### src/verilog/i2c_pkg.sv
`default_nettype none

package i2c_pkg;

    typedef logic [7:0] byte_t;

    // Fixed device type code carried in the top nibble of every control byte
    localparam logic [3:0] DEV_ID = 4'b1010;

    localparam logic RW_WRITE = 1'b0;
    localparam logic RW_READ  = 1'b1;

    // Level seen on the data line during the ninth bit
    localparam logic ACK  = 1'b0;
    localparam logic NACK = 1'b1;

    typedef enum logic [1:0] {
        CMD_START,
        CMD_STOP,
        CMD_WRITE,
        CMD_READ
    } bus_cmd_e;

endpackage

`default_nettype wire

### src/verilog/i2c_bit_engine.sv
`timescale 1ns/1ps
`default_nettype none

module i2c_bit_engine #(
    parameter int CLK_DIV = 4
) (
    input  wire                     sda,
    input  wire                     rst_n,
    input  wire i2c_pkg::bus_cmd_e  cmd,
    input  wire i2c_pkg::byte_t     cmd_byte,
    input  wire                     cmd_ack,
    input  wire                     cmd_valid,
    input  wire                     ser_data,
    output logic                    cmd_done,
    output i2c_pkg::byte_t          rx_byte,
    output logic                    rx_ack,
    output logic                    scl,
    output logic                    master_pull
);

    localparam int QW = $clog2(CLK_DIV + 1);

    i2c_pkg::bus_cmd_e cmd_q;
    i2c_pkg::byte_t    shreg;
    logic              ack_q;
    logic              active;
    logic [QW-1:0]     qcnt;
    logic [1:0]        phase;
    logic [1:0]        nxt_phase;
    logic [3:0]        bit_cnt;
    logic [3:0]        nxt_bit;
    logic              q_end;
    logic              is_byte;
    logic              last_bit;

    // Line levels on entry to a quarter. Byte bits run scl low, high, high, low
    function automatic logic [1:0] drive(input i2c_pkg::bus_cmd_e c, input logic [1:0] p,
                                         input logic [3:0] b, input logic tx,
                                         input logic ack, input logic pull);
        logic s;
        logic d;
        s = (p == 2'd1) || (p == 2'd2);
        d = pull;
        case (c)
            i2c_pkg::CMD_START:
            begin
                if (p == 2'd0)
                    d = 1'b0;
                else if (p == 2'd2)
                    d = 1'b1;
            end
            i2c_pkg::CMD_STOP:
            begin
                s = (p != 2'd0);
                if (p == 2'd0)
                    d = 1'b1;
                else if (p == 2'd2)
                    d = 1'b0;
            end
            i2c_pkg::CMD_WRITE:
            begin
                if (p == 2'd0)
                    d = (b == 4'd8) ? 1'b0 : !tx;
            end
            default:
            begin
                if (p == 2'd0)
                    d = (b == 4'd8) ? (ack == i2c_pkg::ACK) : 1'b0;
            end
        endcase
        return {s, d};
    endfunction

    assign q_end     = active && (qcnt == QW'(CLK_DIV - 1));
    assign is_byte   = (cmd_q == i2c_pkg::CMD_WRITE) || (cmd_q == i2c_pkg::CMD_READ);
    assign last_bit  = !is_byte || (bit_cnt == 4'd8);
    assign nxt_phase = phase + 2'd1;
    assign nxt_bit   = (phase == 2'd3) ? bit_cnt + 4'd1 : bit_cnt;
    assign rx_byte   = shreg;

    always_ff @(posedge sda or negedge rst_n)
    begin
        if (!rst_n)
        begin
            active      <= 1'b0;
            cmd_q       <= i2c_pkg::CMD_STOP;
            qcnt        <= '0;
            phase       <= '0;
            bit_cnt     <= '0;
            cmd_done    <= 1'b0;
            scl         <= 1'b1;
            master_pull <= 1'b0;
        end
        else
        begin
            cmd_done <= 1'b0;
            if (!active)
            begin
                if (cmd_valid)
                begin
                    active  <= 1'b1;
                    cmd_q   <= cmd;
                    qcnt    <= '0;
                    phase   <= '0;
                    bit_cnt <= '0;
                    {scl, master_pull} <= drive(cmd, 2'd0, 4'd0, cmd_byte[7], cmd_ack,
                                                master_pull);
                end
            end
            else if (!q_end)
                qcnt <= qcnt + 1'b1;
            else
            begin
                qcnt <= '0;
                if (phase == 2'd3 && last_bit)
                begin
                    active   <= 1'b0;
                    cmd_done <= 1'b1;
                end
                else
                begin
                    phase   <= nxt_phase;
                    bit_cnt <= nxt_bit;
                    {scl, master_pull} <= drive(cmd_q, nxt_phase, nxt_bit, shreg[7], ack_q,
                                                master_pull);
                end
            end
        end
    end

    // Sample at the middle of the high half of scl
    always_ff @(posedge sda)
    begin
        if (cmd_valid && !active)
        begin
            shreg <= cmd_byte;
            ack_q <= cmd_ack;
        end
        else if (q_end && phase == 2'd1 && is_byte)
        begin
            if (bit_cnt == 4'd8)
                rx_ack <= ser_data;
            else
                shreg <= {shreg[6:0], ser_data};
        end
    end

    a_data_stable_high: assert property (@(posedge sda) disable iff (!rst_n)
        (scl && $past(scl) && master_pull != $past(master_pull))
            |-> (cmd_q == i2c_pkg::CMD_START || cmd_q == i2c_pkg::CMD_STOP));

endmodule

`default_nettype wire

### config.mk
export PLATFORM = sky130hd
export DESIGN_NAME = i2c_bit_engine
export DESIGN_NICKNAME = d
export VERILOG_FILES = /design/src/verilog/i2c_pkg.sv /design/src/verilog/i2c_bit_engine.sv
export SDC_FILE = /design/constraint.sdc
export NUM_CORES = 1
export LEC_CHECK = 0
export BUFFER_PORTS_ARGS = -buffer_cell sky130_fd_sc_hd__buf_2
export CORE_MARGIN = 2
export CORE_UTILIZATION = 47
export CTS_CLUSTER_DIAMETER = 80
export DETAILED_ROUTE_END_ITERATION = 10
export MAX_ROUTING_LAYER = met4
export PLACE_DENSITY_LB_ADDON = 0.25
export SLEW_MARGIN = 20
export SYNTH_ARGS = -nofsm -noshare
export SYNTH_HDL_FRONTEND = slang
export SYNTH_SLANG_ARGS = --single-unit
### constraint.sdc
create_clock -name sda -period 4.15 [get_ports sda]
set_clock_uncertainty 0.05 [all_clocks]
set_input_delay 0.83 -clock sda [delete_from_list [all_inputs] [get_ports sda]]
set_output_delay 0.83 -clock sda [all_outputs]
set_load 0.02 [all_outputs]
# Word-level counts from Yosys, hierarchy flattened

Cells that the tools add are included.

Output and inout bits: 12
Flip-flop bits (word level): 25
Input port bits: 15

Reduce and logical (&&, ||, !) cells: 22
Bitwise gates (word level): 3
Equality and inequality tests: 19
Add/subtract/negate cells: 3
Multiplexer cells: 41

Operator list:

| kind                                                                     | count |
|---|---|
| 1-bit 2-to-1 mux                                                         | 24 |
| 8-bit 2-to-1 mux                                                         | 3 |
| 4-bit 2-to-1 mux                                                         | 5 |
| 2-bit == test (second input constant)                                    | 5 |
| 3-bit 2-to-1 mux                                                         | 3 |
| 2-bit by 1-bit == test with 1-bit output (second input constant)         | 4 |
| 4-bit == test (second input constant)                                    | 2 |
| 2-bit 2-to-1 mux                                                         | 4 |
| 4-bit inequality test (second input constant)                            | 2 |
| 7-bit AND reduction                                                      | 1 |
| 3-bit AND reduction                                                      | 2 |
| 2-bit nonzero test                                                       | 3 |
| 1-bit logical AND                                                        | 5 |
| 4-bit by 1-bit adder with 4-bit output (second input constant)           | 1 |
| 1-bit zero test                                                          | 4 |
| 2-bit zero test                                                          | 2 |
| 2-bit by 1-bit inequality test with 1-bit output (second input constant) | 2 |
| 4-bit by 1-bit inequality test with 1-bit output (second input constant) | 1 |
| 2-bit AND reduction                                                      | 2 |
| 3-bit by 1-bit adder with 3-bit output (second input constant)           | 1 |
| 3-bit by 2-bit == test with 1-bit output (second input constant)         | 1 |
| 1-bit logical OR                                                         | 3 |
| 3-bit by 2-bit inequality test with 1-bit output (second input constant) | 1 |
| 1-bit NOT                                                                | 3 |
| other kinds (4)                                                          | 4 |

# Longest topological paths before layout

Depth in word-level cells: 9
Gate-level depth with buffers: 7
Gate-level depth less buffers: 7

# Least setup slack after synthesis

Ideal clock, no wire load.

Kind: register to register
Start point: reg qcnt[0]
End point: reg shreg[0] (netlist: rx_byte[0]) (enable)
Period minus slack after synthesis: 1.950 ns
Path buffers: 0
Stages on the path, launching flop included: 6
Setup slack: 2.200 ns
Arrival time: 1.516 ns
Library setup time: 0.384 ns
Cell sequence: dfrtp_1 -> ha_1 -> nand3b_2 -> inv_1 -> nand3_1 -> o21ai_0

Word-level cells in the longest chain between the ends: 6

Ends and longest elaborated chain:

| item                                     | RTL line              | text |
|---|---|---|
| start: declaration                       | i2c_bit_engine.sv:27  | `logic [QW-1:0] qcnt;` |
| start signal: assignment                 | i2c_bit_engine.sv:111 | `qcnt <= qcnt + 1'b1;` |
| 3-bit by 2-bit == test with 1-bit output | i2c_bit_engine.sv:74  | `assign q_end = active && (qcnt == QW'(CLK_DIV - 1));` |
| 1-bit logical AND                        | i2c_bit_engine.sv:74  |  |
| 1-bit logical AND (2 in series)          | i2c_bit_engine.sv:139 | `else if (q_end && phase == 2'd1 && is_byte)` |
| 2-bit nonzero test (no line)             | --                    |  |
| 2-bit AND reduction (no line)            | --                    |  |
| end signal: assignment                   | i2c_bit_engine.sv:136 | `shreg <= cmd_byte;` |
| end signal: assignment                   | i2c_bit_engine.sv:144 | `shreg <= {shreg[6:0], ser_data};` |
| end: declaration                         | i2c_bit_engine.sv:24  | `i2c_pkg::byte_t shreg;` |

Every way passes these cells.
A chain may end at the register's enable or synchronous reset.

# Final worst setup path

Start point: reg qcnt[0]
End point: reg shreg[2] (netlist: rx_byte[2]) (enable)

The elaborated chain is that of the path after synthesis.

==> out/results.tsv <==
stage	metric	value	unit
timing	final hold slack	0.340	ns
global_routing	gr usage total	0.170	
routing	vias per std cell	5.20	
clock_network	post-CTS setup buffers	0	
worst_setup_path	critical path startpoint category	flop	
finish	ant diodes	0	
yosys	largest family of logic cells by synthesized area	simple AND/OR/NAND/NOR gates	
floorplanning	die area	3410	um2
routing	drt pass-1 iters	5	
timing	Setup violations, final	0	
hold_path	HP Class	in -> async	
worst_setup_path	crit path kind	reg -> reg	
floorplanning	Ports	27	
global_routing	vias in the first global route	940	
floorplanning	Die Wd	58.4	um
floorplanning	area of the core	2780	um2
timing	setup TNS	0	ns
worst_setup_path	reg2reg start	qcnt[0]	
clock_network	TritonCTS Buffers	3	
global_routing	largest net degree at the start of global routing	18	
clock_network	post-cts sizing count	0	
power	Gate power share	0.426	
power	Power Internal	0.000519	W
routing	met1 WL	1.18	mm
worst_setup_path	Crit-path slowest cell	o21ai_1	
global_routing	GR Overflow Total	0	
routing	via count	1008	
worst_setup_path	Crit path arrival time	1.93	ns
routing	DRC viols	0	
routing	Final ANT Viol Nets	0	
worst_setup_path	critical path data required time	4.07	ns
yosys	most instantiated cells after synthesis	nand2_1 (33), inv_1 (14), dfrtp_1 (13), edfxtp_1 (10), ha_1 (8)	
yosys	share of the synthesized area in the top cell type	0.234	
worst_setup_path	Critical path buffers and inverters	1	
yosys	sequential area share after synthesis	0.487	
floorplanning	Starting Density	0.500	
worst_setup_path	crit path launch	qcnt[0]	
yosys	Post-Syn Area	1390	um2
placement	placed cell area	1520	um2
power	Leakage Power	0.745	nW
yosys	top post-synthesis cells by area	dfrtp_1 (23%), edfxtp_1 (22%), nand2_1 (8.9%)	
worst_setup_path	worst r2r dst	rx_byte[2]	
global_routing	initial antenna violation count	0	
clock_network	Clock Path Buffers	2	
routing	uppermost routed layer	met4	
worst_setup_path	Critical Path Max Stage Delay	0.58	ns
timing	fin crit period	2.01	ns
routing	Post-Route WL	2.60	mm
yosys	Primary FF master, synth	dfrtp_1	
worst_setup_path	Largest delay share family, worst path	compound AO/OA/AOI/OAI gates	
power	part of the power in the clock network	0.128	
yosys	post-synthesis mux area share	0.0216	
yosys	gate count of the mapped netlist	138	
worst_setup_path	Worst Setup EP	rx_byte[2]	
clock_network	# H-tree levels	1	
clock_network	Clk pin slew, worst setup/hold paths	0.14	ns
clock_network	worst skew pair latency	0.32	ns
worst_setup_path	crit path max fanout	8	
worst_setup_path	crit-path cells	ha_1 -> nand3b_2 -> inv_1 -> nand3_1 -> o21ai_1	
placement	GP Congestion	0.747	
power	PD cells	562	nW/um2
yosys	Synth area leader	dfrtp_1	
routing	drt first-iter violations	32	
timing	unrepaired setup endpoints after global routing	no	
finish	area grow syn2layout	11.2	%
power	Peak VDD IR	297	uV
finish	area of the multi-input gates	621	um2
routing	WL/cell	13.4	um
power	Reg power frac	0.447	
yosys	simple logic cell fraction of the synthesized area	0.201	
timing	Worst Setup Slack, final	2.14	ns
power	Sw Share	0.404	
worst_setup_path	r2r setup slk	2.14	ns
yosys	YS warnings	0	
clock_network	Root Buffer	clkbuf_4	
finish	nets@finish	187	
finish	Final Cell Area	1550	um2
timing	fmax	498	MHz
clock_network	hold_buf cts	0	
finish	register area	678	um2
worst_setup_path	Worst R2R Path Depth	5	
timing	Max-slew headroom	0.526	
power	total power	0.000870	W
placement	hpwl dp	1.95	mm
yosys	number of distinct library cells after synthesis	39	
worst_setup_path	Crit. End Element	flop	
job	max_cap viols	0	
clock_network	Sink Count	25	
clock_network	CTS tree	built	
yosys	Post-Syn Nets	161	
global_routing	first-pass GRT wire length	4.31	mm
yosys	top-count cell post-synth	nand2_1	
finish	share of cells above drive strength 1	0.245	
floorplanning	num rows	19	
yosys	xor and xnor fraction of the mapped netlist area	0.0252	
timing	final count of hold timing violations	0	
yosys	Post-synth EDFFs	10	
yosys	post-synthesis adder-cell area fraction	0.0719	
finish	Fillers	247	
routing	met3 wire len	112	um
status	status	finished clean	
timing	final period utilization	0.483	
timing	worst slew pin tran	0.707	ns
placement	Setup WS pre-CTS	1.87	ns
placement	port bufs	26	
power	Psw	0.000351	W
yosys	#FFs+latches synth	25	
yosys	post-synthesis async set-or-reset flop share	0.600	
timing	Max Slew Vio Count	0	
floorplanning	floorplan die height	58.4	um
worst_setup_path	Worst path depth	5	
yosys	compound-cell area share of the yosys netlist	0.127	
yosys	average size of a mapped cell	10.1	um2
routing	routed wl met2	1.29	mm
## worst reg2reg max path: cells and delay by family, from the launching register on
family | cells | cell delay, ns
fa+ha+maj | 1 | 0.21
flops | 1 | 0.40
simple gates | 2 | 0.29
compound gates | 1 | 0.58
buf+inv | 1 | 0.13
## power groups by stage
stage / logic, W / clock network, W / registers, W
after floorplan: 0.000270 / 0 / 0.000404
after global placement: 0.000356 / 0 / 0.000390
after detailed placement: 0.000368 / 0 / 0.000395
after CTS: 0.000374 / 0.000113 / 0.000389
after global routing: 0.000422 / 0.000123 / 0.000400
final: 0.000370 / 0.000111 / 0.000389
## cells by family (layout without fill, tap and decap cells)
| logic type | after synthesis | count (layout) |
|---|---|---|
| compound gates | 23 | 23 |
| xor+xnor | 4 | 4 |
| fa+ha+maj | 8 | 8 |
| buf+inv | 19 | 44 |
| flops | 25 | 25 |
| mux | 3 | 3 |
| simple gates | 56 | 56 |
## worst min-delay path by stage
stage	from	to	slack, ns	depth (start not counted)
after global placement	scl	scl	0.43	2
after global routing	rst_n	bit_cnt[2]	0.34	1
after detailed placement	scl	scl	0.43	2
after CTS	rst_n	bit_cnt[2]	0.35	1
after floorplan	qcnt[0]	qcnt[0]	0.41	1
final	rst_n	bit_cnt[2]	0.34	1
## layout by cell type (no fill, tap or decap), types with 2 or more instances in the layout
master	n
nand2_1	33
buf_2	26
inv_1	14
dfrtp_1	13
edfxtp_1	10
ha_1	8
nor2_1	7
o21ai_0	5
nand3_1	3
mux2i_1	3
clkbuf_4	3
o21ai_1	2
xor2_1	2
a21oi_1	2
nand2b_1	2
a211oi_1	2
xnor2_1	2
a41oi_1	2
and3_1	2
a32o_1	2
dfstp_2	2
## state kept, by name, indices dropped and copies added (netlist names)
name,count
rx_byte,8
bit_cnt,4
qcnt,3
cmd_q,2
phase,2
ack_q,1
active,1
cmd_done,1
master_pull,1
rx_ack,1
scl,1
## layer usage
metal  track usage  vias to the layer above
li1              -                      517
met1         0.237                      470
met2         0.262                       19
met3        0.0198                        2
met4        0.0498                        0
met5             -                        -
## area by class of cell
cell class / count / share of cell area
sequential: 25 / 0.438
multi-input combinational: 94 / 0.401
timing repair buffer: 26 / 0.0841
inverter: 14 / 0.0340
tap: 31 / 0.0251
clock buffer: 3 / 0.0146
clock inverter: 1 / 0.00323
## metrics by stage
| step | util | instances |
|---|---|---|
| floorplan | - | 138 |
| global placement | 0.547 | 190 |
| detailed placement | 0.547 | 190 |
| CTS | 0.556 | 194 |
| global route | 0.556 | 194 |
| finish | 0.556 | 194 |
(Power assumes the default switching activity.)
