--- src/verilog/i2c_pkg.sv ---
`default_nettype none

package i2c_pkg;

    typedef logic [7:0] byte_t;

    // Fixed device type code carried in the top nibble of every control byte
    localparam logic [3:0] DEV_ID = 4'b1010;

    localparam logic RW_WRITE = 1'b0;
    localparam logic RW_READ  = 1'b1;

    // Level seen on the data line during the ninth bit
    localparam logic ACK  = 1'b0;
    localparam logic NACK = 1'b1;

    typedef enum logic [1:0] {
        CMD_START,
        CMD_STOP,
        CMD_WRITE,
        CMD_READ
    } bus_cmd_e;

endpackage

`default_nettype wire

--- src/verilog/eeprom_pkg.sv ---
`default_nettype none

package eeprom_pkg;

    localparam int MEM_DEPTH = 2048;

    typedef logic [10:0] mem_addr_t;
    typedef logic [7:0]  mem_data_t;

    // S_ACK drives the ninth bit, then moves on to the state saved beside it
    typedef enum logic [2:0] {
        S_IDLE,
        S_CTRL,
        S_ADDR,
        S_WDATA,
        S_RDATA,
        S_ACK
    } slave_state_e;

endpackage

`default_nettype wire

--- src/verilog/i2c_master_ctrl.sv ---
`timescale 1ns/1ps
`default_nettype none

module i2c_master_ctrl (
    input  wire                   sda,
    input  wire                   rst_n,
    input  wire                   start,
    input  wire                   rw,
    input  wire eeprom_pkg::mem_addr_t addr,
    input  wire eeprom_pkg::mem_data_t wdata,
    input  wire                   cmd_done,
    input  wire i2c_pkg::byte_t   rx_byte,
    output logic                  busy,
    output logic                  done,
    output eeprom_pkg::mem_data_t rdata,
    output i2c_pkg::bus_cmd_e     cmd,
    output i2c_pkg::byte_t        cmd_byte,
    output logic                  cmd_ack,
    output logic                  cmd_valid
);

    typedef enum logic [1:0] {
        M_IDLE,
        M_ISSUE,
        M_WAIT
    } ctrl_state_e;

    ctrl_state_e           state;
    logic [2:0]            step;
    logic [2:0]            last_step;
    logic                  rw_q;
    eeprom_pkg::mem_addr_t addr_q;
    eeprom_pkg::mem_data_t wdata_q;

    assign busy      = (state != M_IDLE);
    assign cmd_valid = (state == M_ISSUE);
    assign last_step = rw_q ? 3'd6 : 3'd4;

    // A random read fetches a single byte, so the master always answers with NACK
    assign cmd_ack = i2c_pkg::NACK;

    // Write: start, ctrl, addr, data, stop
    // Read: start, ctrl, addr, start, ctrl, read, stop
    always_comb
    begin
        cmd      = i2c_pkg::CMD_STOP;
        cmd_byte = '0;
        case (step)
            3'd0: cmd = i2c_pkg::CMD_START;
            3'd1:
            begin
                cmd      = i2c_pkg::CMD_WRITE;
                cmd_byte = {i2c_pkg::DEV_ID, addr_q[10:8], i2c_pkg::RW_WRITE};
            end
            3'd2:
            begin
                cmd      = i2c_pkg::CMD_WRITE;
                cmd_byte = addr_q[7:0];
            end
            3'd3:
            begin
                cmd      = rw_q ? i2c_pkg::CMD_START : i2c_pkg::CMD_WRITE;
                cmd_byte = wdata_q;
            end
            3'd4:
            begin
                cmd      = rw_q ? i2c_pkg::CMD_WRITE : i2c_pkg::CMD_STOP;
                cmd_byte = {i2c_pkg::DEV_ID, addr_q[10:8], i2c_pkg::RW_READ};
            end
            3'd5: cmd = i2c_pkg::CMD_READ;
            default: cmd = i2c_pkg::CMD_STOP;
        endcase
    end

    always_ff @(posedge sda or negedge rst_n)
    begin
        if (!rst_n)
        begin
            state <= M_IDLE;
            step  <= '0;
            done  <= 1'b0;
        end
        else
        begin
            done <= 1'b0;
            case (state)
                M_IDLE:
                begin
                    if (start)
                    begin
                        step  <= '0;
                        state <= M_ISSUE;
                    end
                end
                M_ISSUE: state <= M_WAIT;
                default:
                begin
                    if (cmd_done)
                    begin
                        if (step == last_step)
                        begin
                            state <= M_IDLE;
                            done  <= 1'b1;
                        end
                        else
                        begin
                            step  <= step + 3'd1;
                            state <= M_ISSUE;
                        end
                    end
                end
            endcase
        end
    end

    always_ff @(posedge sda)
    begin
        if (state == M_IDLE && start)
        begin
            rw_q    <= rw;
            addr_q  <= addr;
            wdata_q <= wdata;
        end
        if (state == M_WAIT && cmd_done && step == 3'd5)
            rdata <= rx_byte;
    end

    // The engine takes one command at a time, so it only reports back while a command is out
    a_one_cmd_in_flight: assert property (@(posedge sda) disable iff (!rst_n)
        cmd_done |-> (state == M_WAIT));

endmodule

`default_nettype wire

--- config.mk ---
export PLATFORM = sky130hd
export DESIGN_NAME = i2c_master_ctrl
export DESIGN_NICKNAME = d
export VERILOG_FILES = /design/src/verilog/i2c_pkg.sv /design/src/verilog/eeprom_pkg.sv /design/src/verilog/i2c_master_ctrl.sv
export SDC_FILE = /design/constraint.sdc
export NUM_CORES = 1
export LEC_CHECK = 0
export BUFFER_PORTS_ARGS = -buffer_cell sky130_fd_sc_hd__buf_2
export CELL_PAD_IN_SITES_DETAIL_PLACEMENT = 1
export CELL_PAD_IN_SITES_GLOBAL_PLACEMENT = 1
export CORE_MARGIN = 10
export CORE_UTILIZATION = 34
export CTS_BUF_LIST = sky130_fd_sc_hd__clkbuf_16
export DETAILED_ROUTE_END_ITERATION = 6
export GPL_TIMING_DRIVEN = 0
export PLACE_DENSITY_LB_ADDON = 0.1
export RECOVER_POWER = 50
export SETUP_SLACK_MARGIN = 0.02
export SYNTH_ARGS = -nofsm -noshare
export SYNTH_HDL_FRONTEND = slang
export SYNTH_SLANG_ARGS = --single-unit
--- constraint.sdc ---
create_clock -name sda -period 2.1 [get_ports sda]
set_input_delay 0.21 -clock sda [delete_from_list [all_inputs] [get_ports sda]]
set_output_delay 0.21 -clock sda [all_outputs]
set_load 0.1 [all_outputs]
# Word level (Yosys, flattened, before mapping)
# Index checks and enable logic that the tools add are counted.
# word_totals
register_bits	34
input_bits	32
wordCells	47
# classes
addsub	1
n_eq_ne	10
n_mux	16
n_bitwise	1
n_reduce_logical	12
# op_table
cell	count
case mux 8 bit (4 select lines)	1
2-to-1 mux 2 bit	5
case mux 2 bit (5 select lines)	1
2-to-1 mux 3 bit	3
== test 3 x 2 -> 1 bit, second input constant	2
== test 3 bit, second input constant	2
case mux 3 bit (2 select lines)	1
2-to-1 mux 1 bit	4
case mux 2 bit (2 select lines)	1
AND reduction 4 bit	1
nonzero test 2 bit	2
OR reduction 2 bit	2
adder 3 x 1 -> 3 bit, second input constant	1
== test 3 x 1 -> 1 bit, second input constant	1
== test 3 bit	1
logical AND 1 bit	3
zero test 3 bit	1
nonzero test 3 bit	1
== test 2 x 1 -> 1 bit, second input constant	1
== test 2 bit, second input constant	1
zero test 2 bit	1
!= test 2 x 1 -> 1 bit, second input constant	1
!= test 2 bit, second input constant	1
AND reduction 2 bit	1
inverter 1 bit	1

# Longest topological paths before layout
# Gate-level depths: netlist (run 1).
# logic_depth
word_depth	5
mapped_depth	6
depth_no_buf	5

# Least setup slack after synthesis (run 1)
# Ideal clock, no wire load.
# synth_timing
path_kind	flip-flop to output port
start	reg step[0]
end	out cmd_byte[5]
arrival_ps	2618
setup_slack_ps	-728
path_stages_with_launch	7
path_cell_list	dfrtp_1 -> inv_1 -> ha_1 -> nor2b_1 -> clkbuf_1 -> a22oi_1 -> a21oi_1
# synth_via
elab_chain_len	2
word_cells_on_any_way	5
# synth_rtl
element	line	source
start, declared	i2c_master_ctrl.sv:29	logic [2:0] step;
start signal, assigned	i2c_master_ctrl.sv:107	step <= step + 3'd1;
== test 3 bit, or another cell as far along	i2c_master_ctrl.sv:48	case (step)
case mux 8 bit (4 select lines) (*)	i2c_master_ctrl.sv:48	
end, declared	i2c_master_ctrl.sv:17	output i2c_pkg::byte_t cmd_byte,
# Every way passes the cells marked *; elsewhere a longest branch is shown, timed or not.

# Worst setup path in the final report (run 1)
# layout_timing
start	reg step[1]
end	out cmd[1]
# layout_via
elab_chain_len	3
word_cells_on_any_way	8
# layout_rtl
element	line	source
== test 3 x 2 -> 1 bit / == test 3 x 1 -> 1 bit (equally long branches)	i2c_master_ctrl.sv:48	
OR reduction 2 bit (no source line)	n/a	
case mux 2 bit (5 select lines) (*)	i2c_master_ctrl.sv:48	
end, declared	i2c_master_ctrl.sv:16	output i2c_pkg::bus_cmd_e cmd,
# Marks and branches as above.

==> results of run 1 <==
logic make-up after synthesis:
family	after synthesis
compound gates	26
xor+xnor	1
buf+inv	8
other cells	1
fa+ha+maj	5
flops	34
simple gates	21
power by group:
part	total (mW)	internal [mW]	leakage [nW]	switching, mW
combinational	2.37	0.755	0.440	1.62
sequential	0.977	0.881	0.328	0.0958
clock	0.673	0.427	0.0724	0.246
total	4.02	2.06	0.840	1.96
worst max-delay path, delay by kind of cell (launching register included):
family                   cells  cell delay, ps
AO/OA/AOI/OAI                2             440
adder cells (fa/ha/maj)      2             400
buffers and inverters        1             180
flip-flops                   1             440
AND/OR/NAND/NOR              1             100
worst paths after layout:
check                           startpoint    endpoint  slack (ps)  depth (start not counted)
worst max-delay path               step[1]      cmd[1]          50                          6
worst min-delay path              wdata[4]  wdata_q[4]         110                          1
worst max register to register    state[0]  addr_q[10]         230                          2
worst min register to register     step[0]     step[0]         670                          3
max in group asynchronous            rst_n     step[2]        1470                          2
min in group asynchronous            rst_n        done         350                          2
sequential cells by signal, indices dropped and copies added, names as in the netlist:
name     flops
step         3
done         1
state        2
wdata_q      8
rw_q         1
addr_q      11
rdata        8
layer usage:
| layer | GRT usage | share of wire |
|---|---|---|
| met5 | 0 | 0 |
| met4 | 0.0548 | 0.022 |
| met3 | 0.0531 | 0.081 |
| met2 | 0.169 | 0.50 |
| met1 | 0.114 | 0.40 |
cell type report:
type                    instances  area, µm²  area share
clock buffers                   5        125      0.0563
well taps                      50       62.6      0.0282
plain buffers                   2       22.5      0.0101
multi-input cells              54        543       0.245
clock inverters                 3       12.5     0.00563
flip-flops and latches         34        993       0.447
inverters                       5       22.5      0.0101
repair buffers                 62        439       0.198
cell usage after synthesis, types with 2 or more instances:
| cell | instances | share of area |
|---|---|---|
| nor2_1 | 5 | 0.013 |
| a22oi_1 | 7 | 0.037 |
| or2_2 | 2 | 0.0089 |
| inv_1 | 5 | 0.013 |
| edfxtp_1 | 28 | 0.60 |
| nand2_1 | 4 | 0.011 |
| o21ai_0 | 2 | 0.0071 |
| clkbuf_1 | 2 | 0.0053 |
| a21boi_0 | 2 | 0.011 |
| a21oi_1 | 4 | 0.014 |
| a31oi_1 | 3 | 0.013 |
| nor2b_1 | 2 | 0.0089 |
| dfrtp_1 | 6 | 0.11 |
| a32o_1 | 2 | 0.014 |
| ha_1 | 5 | 0.045 |
| o2bb2ai_1 | 3 | 0.019 |
| and2_1 | 2 | 0.0089 |
repair_timing:
item                                    CTS  global route
endpoints found under the setup margin   17            10
setup buffers                             2             6
gates cloned                              0             1
hold buffers                              1             0
endpoints found under the hold margin     6             0
gates resized for setup                  35            26
pin swaps                                 1             5
per-stage QoR:
stage	instances	hold slack, ps
after floorplan	96	-85.6
after global routing	215	98.2
final	215	110
after detailed placement	198	44.6
after CTS	208	101
after global placement	198	44.6
==> results.md, run 1 <==
* Status: completed
* Final #Nets at 201
* Peak Freq at 489 MHz
* Max-slew violation count at 0
* RSZ-0062 raised after global routing: yes
* Post-DP HPWL at 2710 µm
* Post-route core utilization at 0.555
* Clock root buffer: clkbuf_16
* Slowest stage cell, crit path: dfrtp_2
* Syn nets at 133
* DRT iter0 DRCs at 52
* Vias at 1058
* Post-synthesis compound-gate area fraction at 0.135
* Startpoint Class: register
* Global Route Usage Sum at 0.106
* CTS max path bufs at 2
* Ys flop type: edfxtp_1
* Final RePlAce weighted congestion at 0.709
* Crit-path max FO at 4
* Floorplan die height at 84.3 µm
* CTS clk-pin slew, worst paths at 50 ps
* DRT antenna net count at 0
* Relative slew slack at 0.214
* Worst-Skew Late Latency at 270 ps
* Avg Inst Size Synth at 14.6 µm²
* I/O pins at 54
* Post-synth EDFFs at 28
* Mapped Cells at 96
* Largest family of logic cells by synthesized area: compound AO/OA/AOI/OAI gates
* Number of global-route vias before repair at 1157
* CP required at 1890 ps
* Synth Area in Simple Gates at 0.0811
* Pre-CTS setup slack at -190 ps
* Post-synthesis sequential area ratio at 0.706
* Leakage at 0.840 nW
* Average wire per standard cell at 18.5 µm
* Fraction of registers with async set/reset at 0.176
* Data arrival time of the worst path at 1840 ps
* Slew @ Worst Pin at 1180 ps
* Initial antenna violation count at 0
* Placed Area at 1790 µm²
* # DRC at 0
* Maxcap violations at 0
* Crit-path cells: ha_2 > ha_4 > nor2_2 > a21oi_1 > o32a_2 > buf_12
* H-tree depth at 2
* Die width at 84.3 µm
* Library cells used by synthesis at 29
* Die Area at 7100 µm²
* Max stage delay on crit path at 440 ps
* Final Cycle Share at 0.974
* Antenna cells at 0
* Final Hold Fails at 0
* First-pass GRT wire length at 5920 µm
* Ys Warns at 0
* Global route overflow at 0
* CTS tree: built
* FP Rows at 23
* Adder-Cell Fraction of Synth Area at 0.0446
* TritonRoute pass-1 iters at 4
* Post-synthesis mux area share at 0
* Overall power at 4.02 mW
* DR vias/cell at 4.92
* Crit end category: primary output
* Synth Cell Area at 1400 µm²
* Pwr/cell area at 1810 nW/µm²
* Core area at 4000 µm²
* CP Class: register to primary output
* Period minus WS final at 2050 ps
* Final WL at 3970 µm
* Most frequent cells in the layout: 32 x buf_2, 28 x edfxtp_1, 10 x clkbuf_1
* Setup TNS Final at 0 ps
* Post-route cell area at 2220 µm²
* Layout area overhead at 58.2%
* # port buffers at 52
* Worst VDD drop at 0.885 mV
* Hold crit path type: input port to register
* Initial Utilization at 0.351
* Setup violations, final at 0
* Clock sinks at 34
* Xor-xnor portion of the synthesized cell area at 0.00624
* Largest net degree at the start of global routing at 22
* TritonCTS Buffers at 5
* Synth Register Bits at 34
* Setup Skew at 2.55 ps
* Most common cell after layout, fill and taps aside: buf_2
* Post-layout worst setup margin at 54.1 ps
* Fraction of layout cells with a size suffix above 1 at 0.564
* Fill cell count at 398
(Power assumes the default switching activity.)
==> run 2, diff against run 1 <==
PLACE_DENSITY = 0.81   (was unset)
PLACE_DENSITY_LB_ADDON = unset   (was 0.1)
==> results.md, run 2 (same netlist as run 1, synthesis figures left out) <==
* Core area at 4000 µm² (unchanged)
* Relative slew slack at 0.473 (was 0.214)
* Setup Skew at 2.34 ps (was 2.55 ps)
* Final #Nets at 196 (was 201)
* Number of global-route vias before repair at 1245 (was 1157)
* Startpoint Class: register (unchanged)
* CTS max path bufs at 2 (unchanged)
* CTS clk-pin slew, worst paths at 50 ps (about the same)
* Die width at 84.3 µm (unchanged)
* # DRC at 0 (unchanged)
* Vias at 1047 (was 1058)
* Initial antenna violation count at 0 (unchanged)
* CP Class: register to primary output (unchanged)
* Delay-heaviest family, CP: flip-flops (unchanged)
* Clock sinks at 34 (unchanged)
* Clock root buffer: clkbuf_16 (unchanged)
* Largest regs: addr_q x11, rdata x8, wdata_q x8 (unchanged)
* I/O pins at 54 (unchanged)
* Crit-path max FO at 9 (was 4)
* Hold crit path type: input port to register (unchanged)
* # port buffers at 52 (unchanged)
* Maxcap violations at 0 (unchanged)
* CTS tree: built (unchanged)
* R2R Setup Slk at 250 ps (was 230 ps)
* DRT antenna net count at 0 (unchanged)
* FP Rows at 23 (unchanged)
* Data arrival time of the worst path at 1860 ps (was 1840 ps)
* Peak Freq at 482 MHz (was 489 MHz)
* CP Launch Point: step[2] (was step[1])
* Largest net degree at the start of global routing at 22 (unchanged)
* Hold_ws at 108 ps (was 110 ps)
* Worst Path Buf+Inv at 2 (was 1)
* Average wire per standard cell at 18.4 µm (was 18.5 µm)
* First-pass GRT wire length at 6200 µm (was 5920 µm)
* DR vias/cell at 4.99 (was 4.92)
* Slew @ Worst Pin at 789 ps (was 1180 ps)
* Max stage delay on crit path at 410 ps (was 440 ps)
* Detail Route met2 WL at 1950 µm (was 1970 µm)
* Final Hold Fails at 0 (unchanged)
* Die Area at 7100 µm² (unchanged)
* DRT iter0 DRCs at 51 (was 52)
* Setup TNS Final at 0 ps (unchanged)
* CP Capture Point: cmd[1] (unchanged)
* Post-DP HPWL at 2880 µm (was 2710 µm)
* Max FFs per register at 11 (unchanged)
* Initial Utilization at 0.351 (unchanged)
* FF-to-FF Start: state[0] (unchanged)
* M1 wire length at 1510 µm (was 1590 µm)
* Global Route Usage Sum at 0.110 (was 0.106)
* Final Cycle Share at 0.987 (was 0.974)
* Max-slew violation count at 0 (unchanged)
* Crit-path cells: clkinvlp_4 > ha_4 > nor2_1 > a21oi_1 > o32a_2 > buf_6 (was ha_2 > ha_4 > nor2_2 > a21oi_1 > o32a_2 > buf_12)
* Reg2Reg Depth at 2 (unchanged)
* Status: completed (unchanged)
* Most common cell after layout, fill and taps aside: buf_2 (unchanged)
* RSZ-0062 raised after global routing: yes (unchanged)
* Worst R2R End: wdata_q[7] (was addr_q[10])
* Period minus WS final at 2070 ps (was 2050 ps)
* Post-route core utilization at 0.536 (was 0.555)
* Slowest stage cell, crit path: dfrtp_2 (unchanged)
* Largest Register: addr_q (unchanged)
* Met3 Routed Length at 360 µm (was 320 µm)
* Final WL at 3870 µm (was 3970 µm)
* TritonRoute pass-1 iters at 4 (unchanged)
* Layout area overhead at 52.8% (was 58.2%)
* Crit end category: primary output (unchanged)
* Fraction of layout cells with a size suffix above 1 at 0.581 (was 0.564)
* TritonCTS Buffers at 5 (unchanged)
* Antenna cells at 0 (unchanged)
* CP required at 1890 ps (about the same)
* Top sig layer: met4 (unchanged)
* Setup violations, final at 0 (unchanged)
* Worst-Skew Late Latency at 270 ps (about the same)
* H-tree depth at 2 (unchanged)
* Final RePlAce weighted congestion at 0.818 (was 0.709)
* Most frequent cells in the layout: 41 x buf_2, 28 x edfxtp_1, 6 x a22oi_1 (was 32 x buf_2, 28 x edfxtp_1, 10 x clkbuf_1)
* Crit path depth at 6 (unchanged)
* Floorplan die height at 84.3 µm (unchanged)
* Global route overflow at 0 (unchanged)
run 2: metal layers:
layer / up-vias / global-route usage
li1: 494 / -
met1: 501 / 0.112
met2: 46 / 0.191
met3: 6 / 0.0570
met4: 0 / 0.0365
met5: - / 0
run 2: what timing repair did:
| item | in CTS | in global routing |
|---|---|---|
| gates cloned | 0 | 1 |
| endpoints found under the setup margin | 17 | 18 |
| pin swaps | 1 | 3 |
| gates resized for setup | 31 | 22 |
| hold buffers | 1 | 0 |
| buffers inserted | 2 | 1 |
| hold endpoints to repair | 6 | 0 |
run 2: layout make-up:
class,instances,area (µm²)
clock inverter,3,12.5
inverter,5,22.5
multi-input combinational,54,522
sequential,34,995
buffer,2,22.5
fill,406,1860
timing repair buffer,57,383
tap,50,62.6
clock buffer,5,125
run 2: worst min-delay path by stage:
stage / start / to / slack [ps] / depth (start not counted)
global route: wdata[3] / wdata_q[3] / 100 / 1
CTS: addr[6] / addr_q[6] / 100 / 1
detailed placement: rst_n / step[1] / 40 / 1
floorplan: rst_n / done / -90 / 0
global placement: rst_n / step[0] / 40 / 1
finish: addr[10] / addr_q[10] / 110 / 1
run 2: stage by stage:
stage | std cells | cell area (µm²) | worst slack [ps]
finish | 210 | 2140 | 27.3
global route | 210 | 2140 | -37.3
CTS | 208 | 2050 | 1.75
global placement | 198 | 1790 | -199
detailed placement | 198 | 1790 | -251
floorplan | 96 | 1470 | -120
Power of run 2 is left out: the tool's default activity adds up to more than one toggle a clock period on the data nets, which glitch-free logic cannot reach.
==> run 3, diff against run 2 <==
BUFFER_PORTS_ARGS = -buffer_cell sky130_fd_sc_hd__clkbuf_2   (was -buffer_cell sky130_fd_sc_hd__buf_2)
==> results.md, run 3 (same netlist as run 1, synthesis figures left out) <==
* Worst VDD drop at 0.954 mV
* DR vias/cell at 4.98 (was 4.99)
* CP required at 1890 ps (about the same)
* CTS max path bufs at 2 (unchanged)
* Period minus WS final at 2080 ps (was 2070 ps)
* DRT antenna net count at 0 (unchanged)
* Clock root buffer: clkbuf_16 (unchanged)
* Inst Count DP at 198 (unchanged)
* Final RePlAce weighted congestion at 0.813 (was 0.818)
* CP Launch Point: step[1] (was step[2])
* FF-to-FF Start: state[0] (unchanged)
* Relative slew slack at 0.214 (was 0.473)
* Setup violations, final at 0 (unchanged)
* Fraction of layout cells with a size suffix above 1 at 0.588 (was 0.581)
* Post-route core utilization at 0.579 (was 0.536)
* Hold crit path type: input port to register (unchanged)
* I/O pins at 54 (unchanged)
* Crit-path max FO at 7 (was 9)
* First-pass GRT wire length at 6330 µm (was 6200 µm)
* Startpoint Class: register (unchanged)
* Most frequent cells in the layout: 34 x clkbuf_2, 28 x edfxtp_1, 15 x buf_4 (was 41 x buf_2, 28 x edfxtp_1, 6 x a22oi_1)
* Fill cell count at 388 (was 406)
* Largest net degree at the start of global routing at 22 (unchanged)
* Setup Skew at 2.89 ps (was 2.34 ps)
* TritonCTS Buffers at 5 (unchanged)
* Global route overflow at 0 (unchanged)
* Vias at 1096 (was 1047)
* CTS clk-pin slew, worst paths at 60 ps (was 50 ps)
* TritonRoute pass-1 iters at 4 (unchanged)
* Floorplan die height at 84.3 µm (unchanged)
* Max-slew violation count at 0 (unchanged)
* DRT iter0 DRCs at 50 (was 51)
* RSZ-0062 raised after global routing: yes (unchanged)
* Peak Freq at 482 MHz (about the same)
* Final WL at 4230 µm (was 3870 µm)
* Pwr/cell area at 1870 nW/µm²
* Non-Filler Instances at 220 (was 210)
* H-tree depth at 2 (unchanged)
* Die Area at 7100 µm² (unchanged)
* Number of global-route vias before repair at 1226 (was 1245)
* CP Class: register to primary output (unchanged)
* # port buffers at 52 (unchanged)
* Largest regs: addr_q x11, rdata x8, wdata_q x8 (unchanged)
* CTS tree: built (unchanged)
* Die width at 84.3 µm (unchanged)
* Core area at 4000 µm² (unchanged)
* Largest Register: addr_q (unchanged)
* Data arrival time of the worst path at 1870 ps (was 1860 ps)
* Average wire per standard cell at 19.2 µm (was 18.4 µm)
* Initial Utilization at 0.351 (unchanged)
* Hold_sp: addr[2] (was addr[10])
* Antenna cells at 0 (unchanged)
* Initial antenna violation count at 0 (unchanged)
* Final Hold Fails at 0 (unchanged)
* Final Cycle Share at 0.989 (was 0.987)
* Max FFs per register at 11 (unchanged)
* Layout area overhead at 64.9% (was 52.8%)
* Most common cell after layout, fill and taps aside: clkbuf_2 (was buf_2)
* Clock sinks at 34 (unchanged)
* Status: completed (unchanged)
* Leakage at 0.889 nW
* Slew @ Worst Pin at 1180 ps (was 789 ps)
* Maxcap violations at 0 (unchanged)
* FP Rows at 23 (unchanged)
* Global Route Usage Sum at 0.113 (was 0.110)
* Worst-Skew Late Latency at 280 ps (was 270 ps)
* Final #Nets at 206 (was 196)
* # DRC at 0 (unchanged)
* Post-DP HPWL at 2810 µm (was 2880 µm)
* Crit end category: primary output (unchanged)
-- run 3: changes by cell type in the layout (fill, tap and decap cells not counted), sizes merged --
cell / change
buf: -35
bufinv: +1
clkbuf: +45
clkinv: -2
clkinvlp: +2
inv: -1
-- run 3: final timing paths --
check | slack, ps | depth (start not counted) | to
max reg2reg | 230 | 2 | wdata_q[7]
max | 20 | 6 | cmd[1]
min | 110 | 1 | addr_q[2]
max in group asynchronous | 1490 | 2 | step[1]
min in group asynchronous | 340 | 2 | state[0]
min reg2reg | 700 | 2 | step[2]
-- run 3: through the flow --
stage	setup WS (ps)	TNS, ps	area, µm²	hold slack [ps]	power, mW
finish	23.9	0	2310	106	4.34
CTS	22.9	0	2170	97.2	4.05
global placement	-237	-1070	1790	39.3	2.78
global route	-39.0	-108	2310	90.2	4.51
detailed placement	-303	-1510	1790	46.0	2.82
floorplan	-120	-568	1470	-85.6	2.50
-- run 3: final cells by class --
cell class | count | area [µm²] | area share
buffer | 2 | 22.5 | 0.00973
clock buffer | 5 | 125 | 0.0541
clock inverter | 3 | 45.0 | 0.0195
inverter | 5 | 25.0 | 0.0108
multi-input combinational | 54 | 539 | 0.233
sequential | 34 | 993 | 0.429
tap | 50 | 62.6 | 0.0270
timing repair buffer | 67 | 502 | 0.217
-- run 3: what timing repair did --
action,in CTS,in global routing
gates resized for setup,40,20
buffers inserted,5,9
pin swaps,1,2
endpoints found under the setup margin,17,17
gates cloned,0,0
endpoints found under the hold margin,6,0
hold buffers,1,0
-- run 3: power by group --
part,switching [mW],internal [mW],total (mW),leakage (nW)
sequential,0.111,0.881,0.992,0.328
combinational,1.64,0.874,2.52,0.485
clock,0.269,0.558,0.827,0.0760
-- run 3: layer usage --
layer  vias to the layer above  global-route usage  part of all wire
li1                        513                   -                 -
met1                       533               0.112              0.39
met2                        46               0.179              0.50
met3                         4              0.0802             0.097
met4                         0              0.0426            0.0069
met5                         -                   0                 0
-- run 3: worst max-delay path, cell delays in order, from the launching register on --
cell and delay [ps]:
dfrtp_2 440, ha_2 220, ha_4 190, nor2_1 110, a21oi_1 50, o32a_2 360, clkbuf_16 210
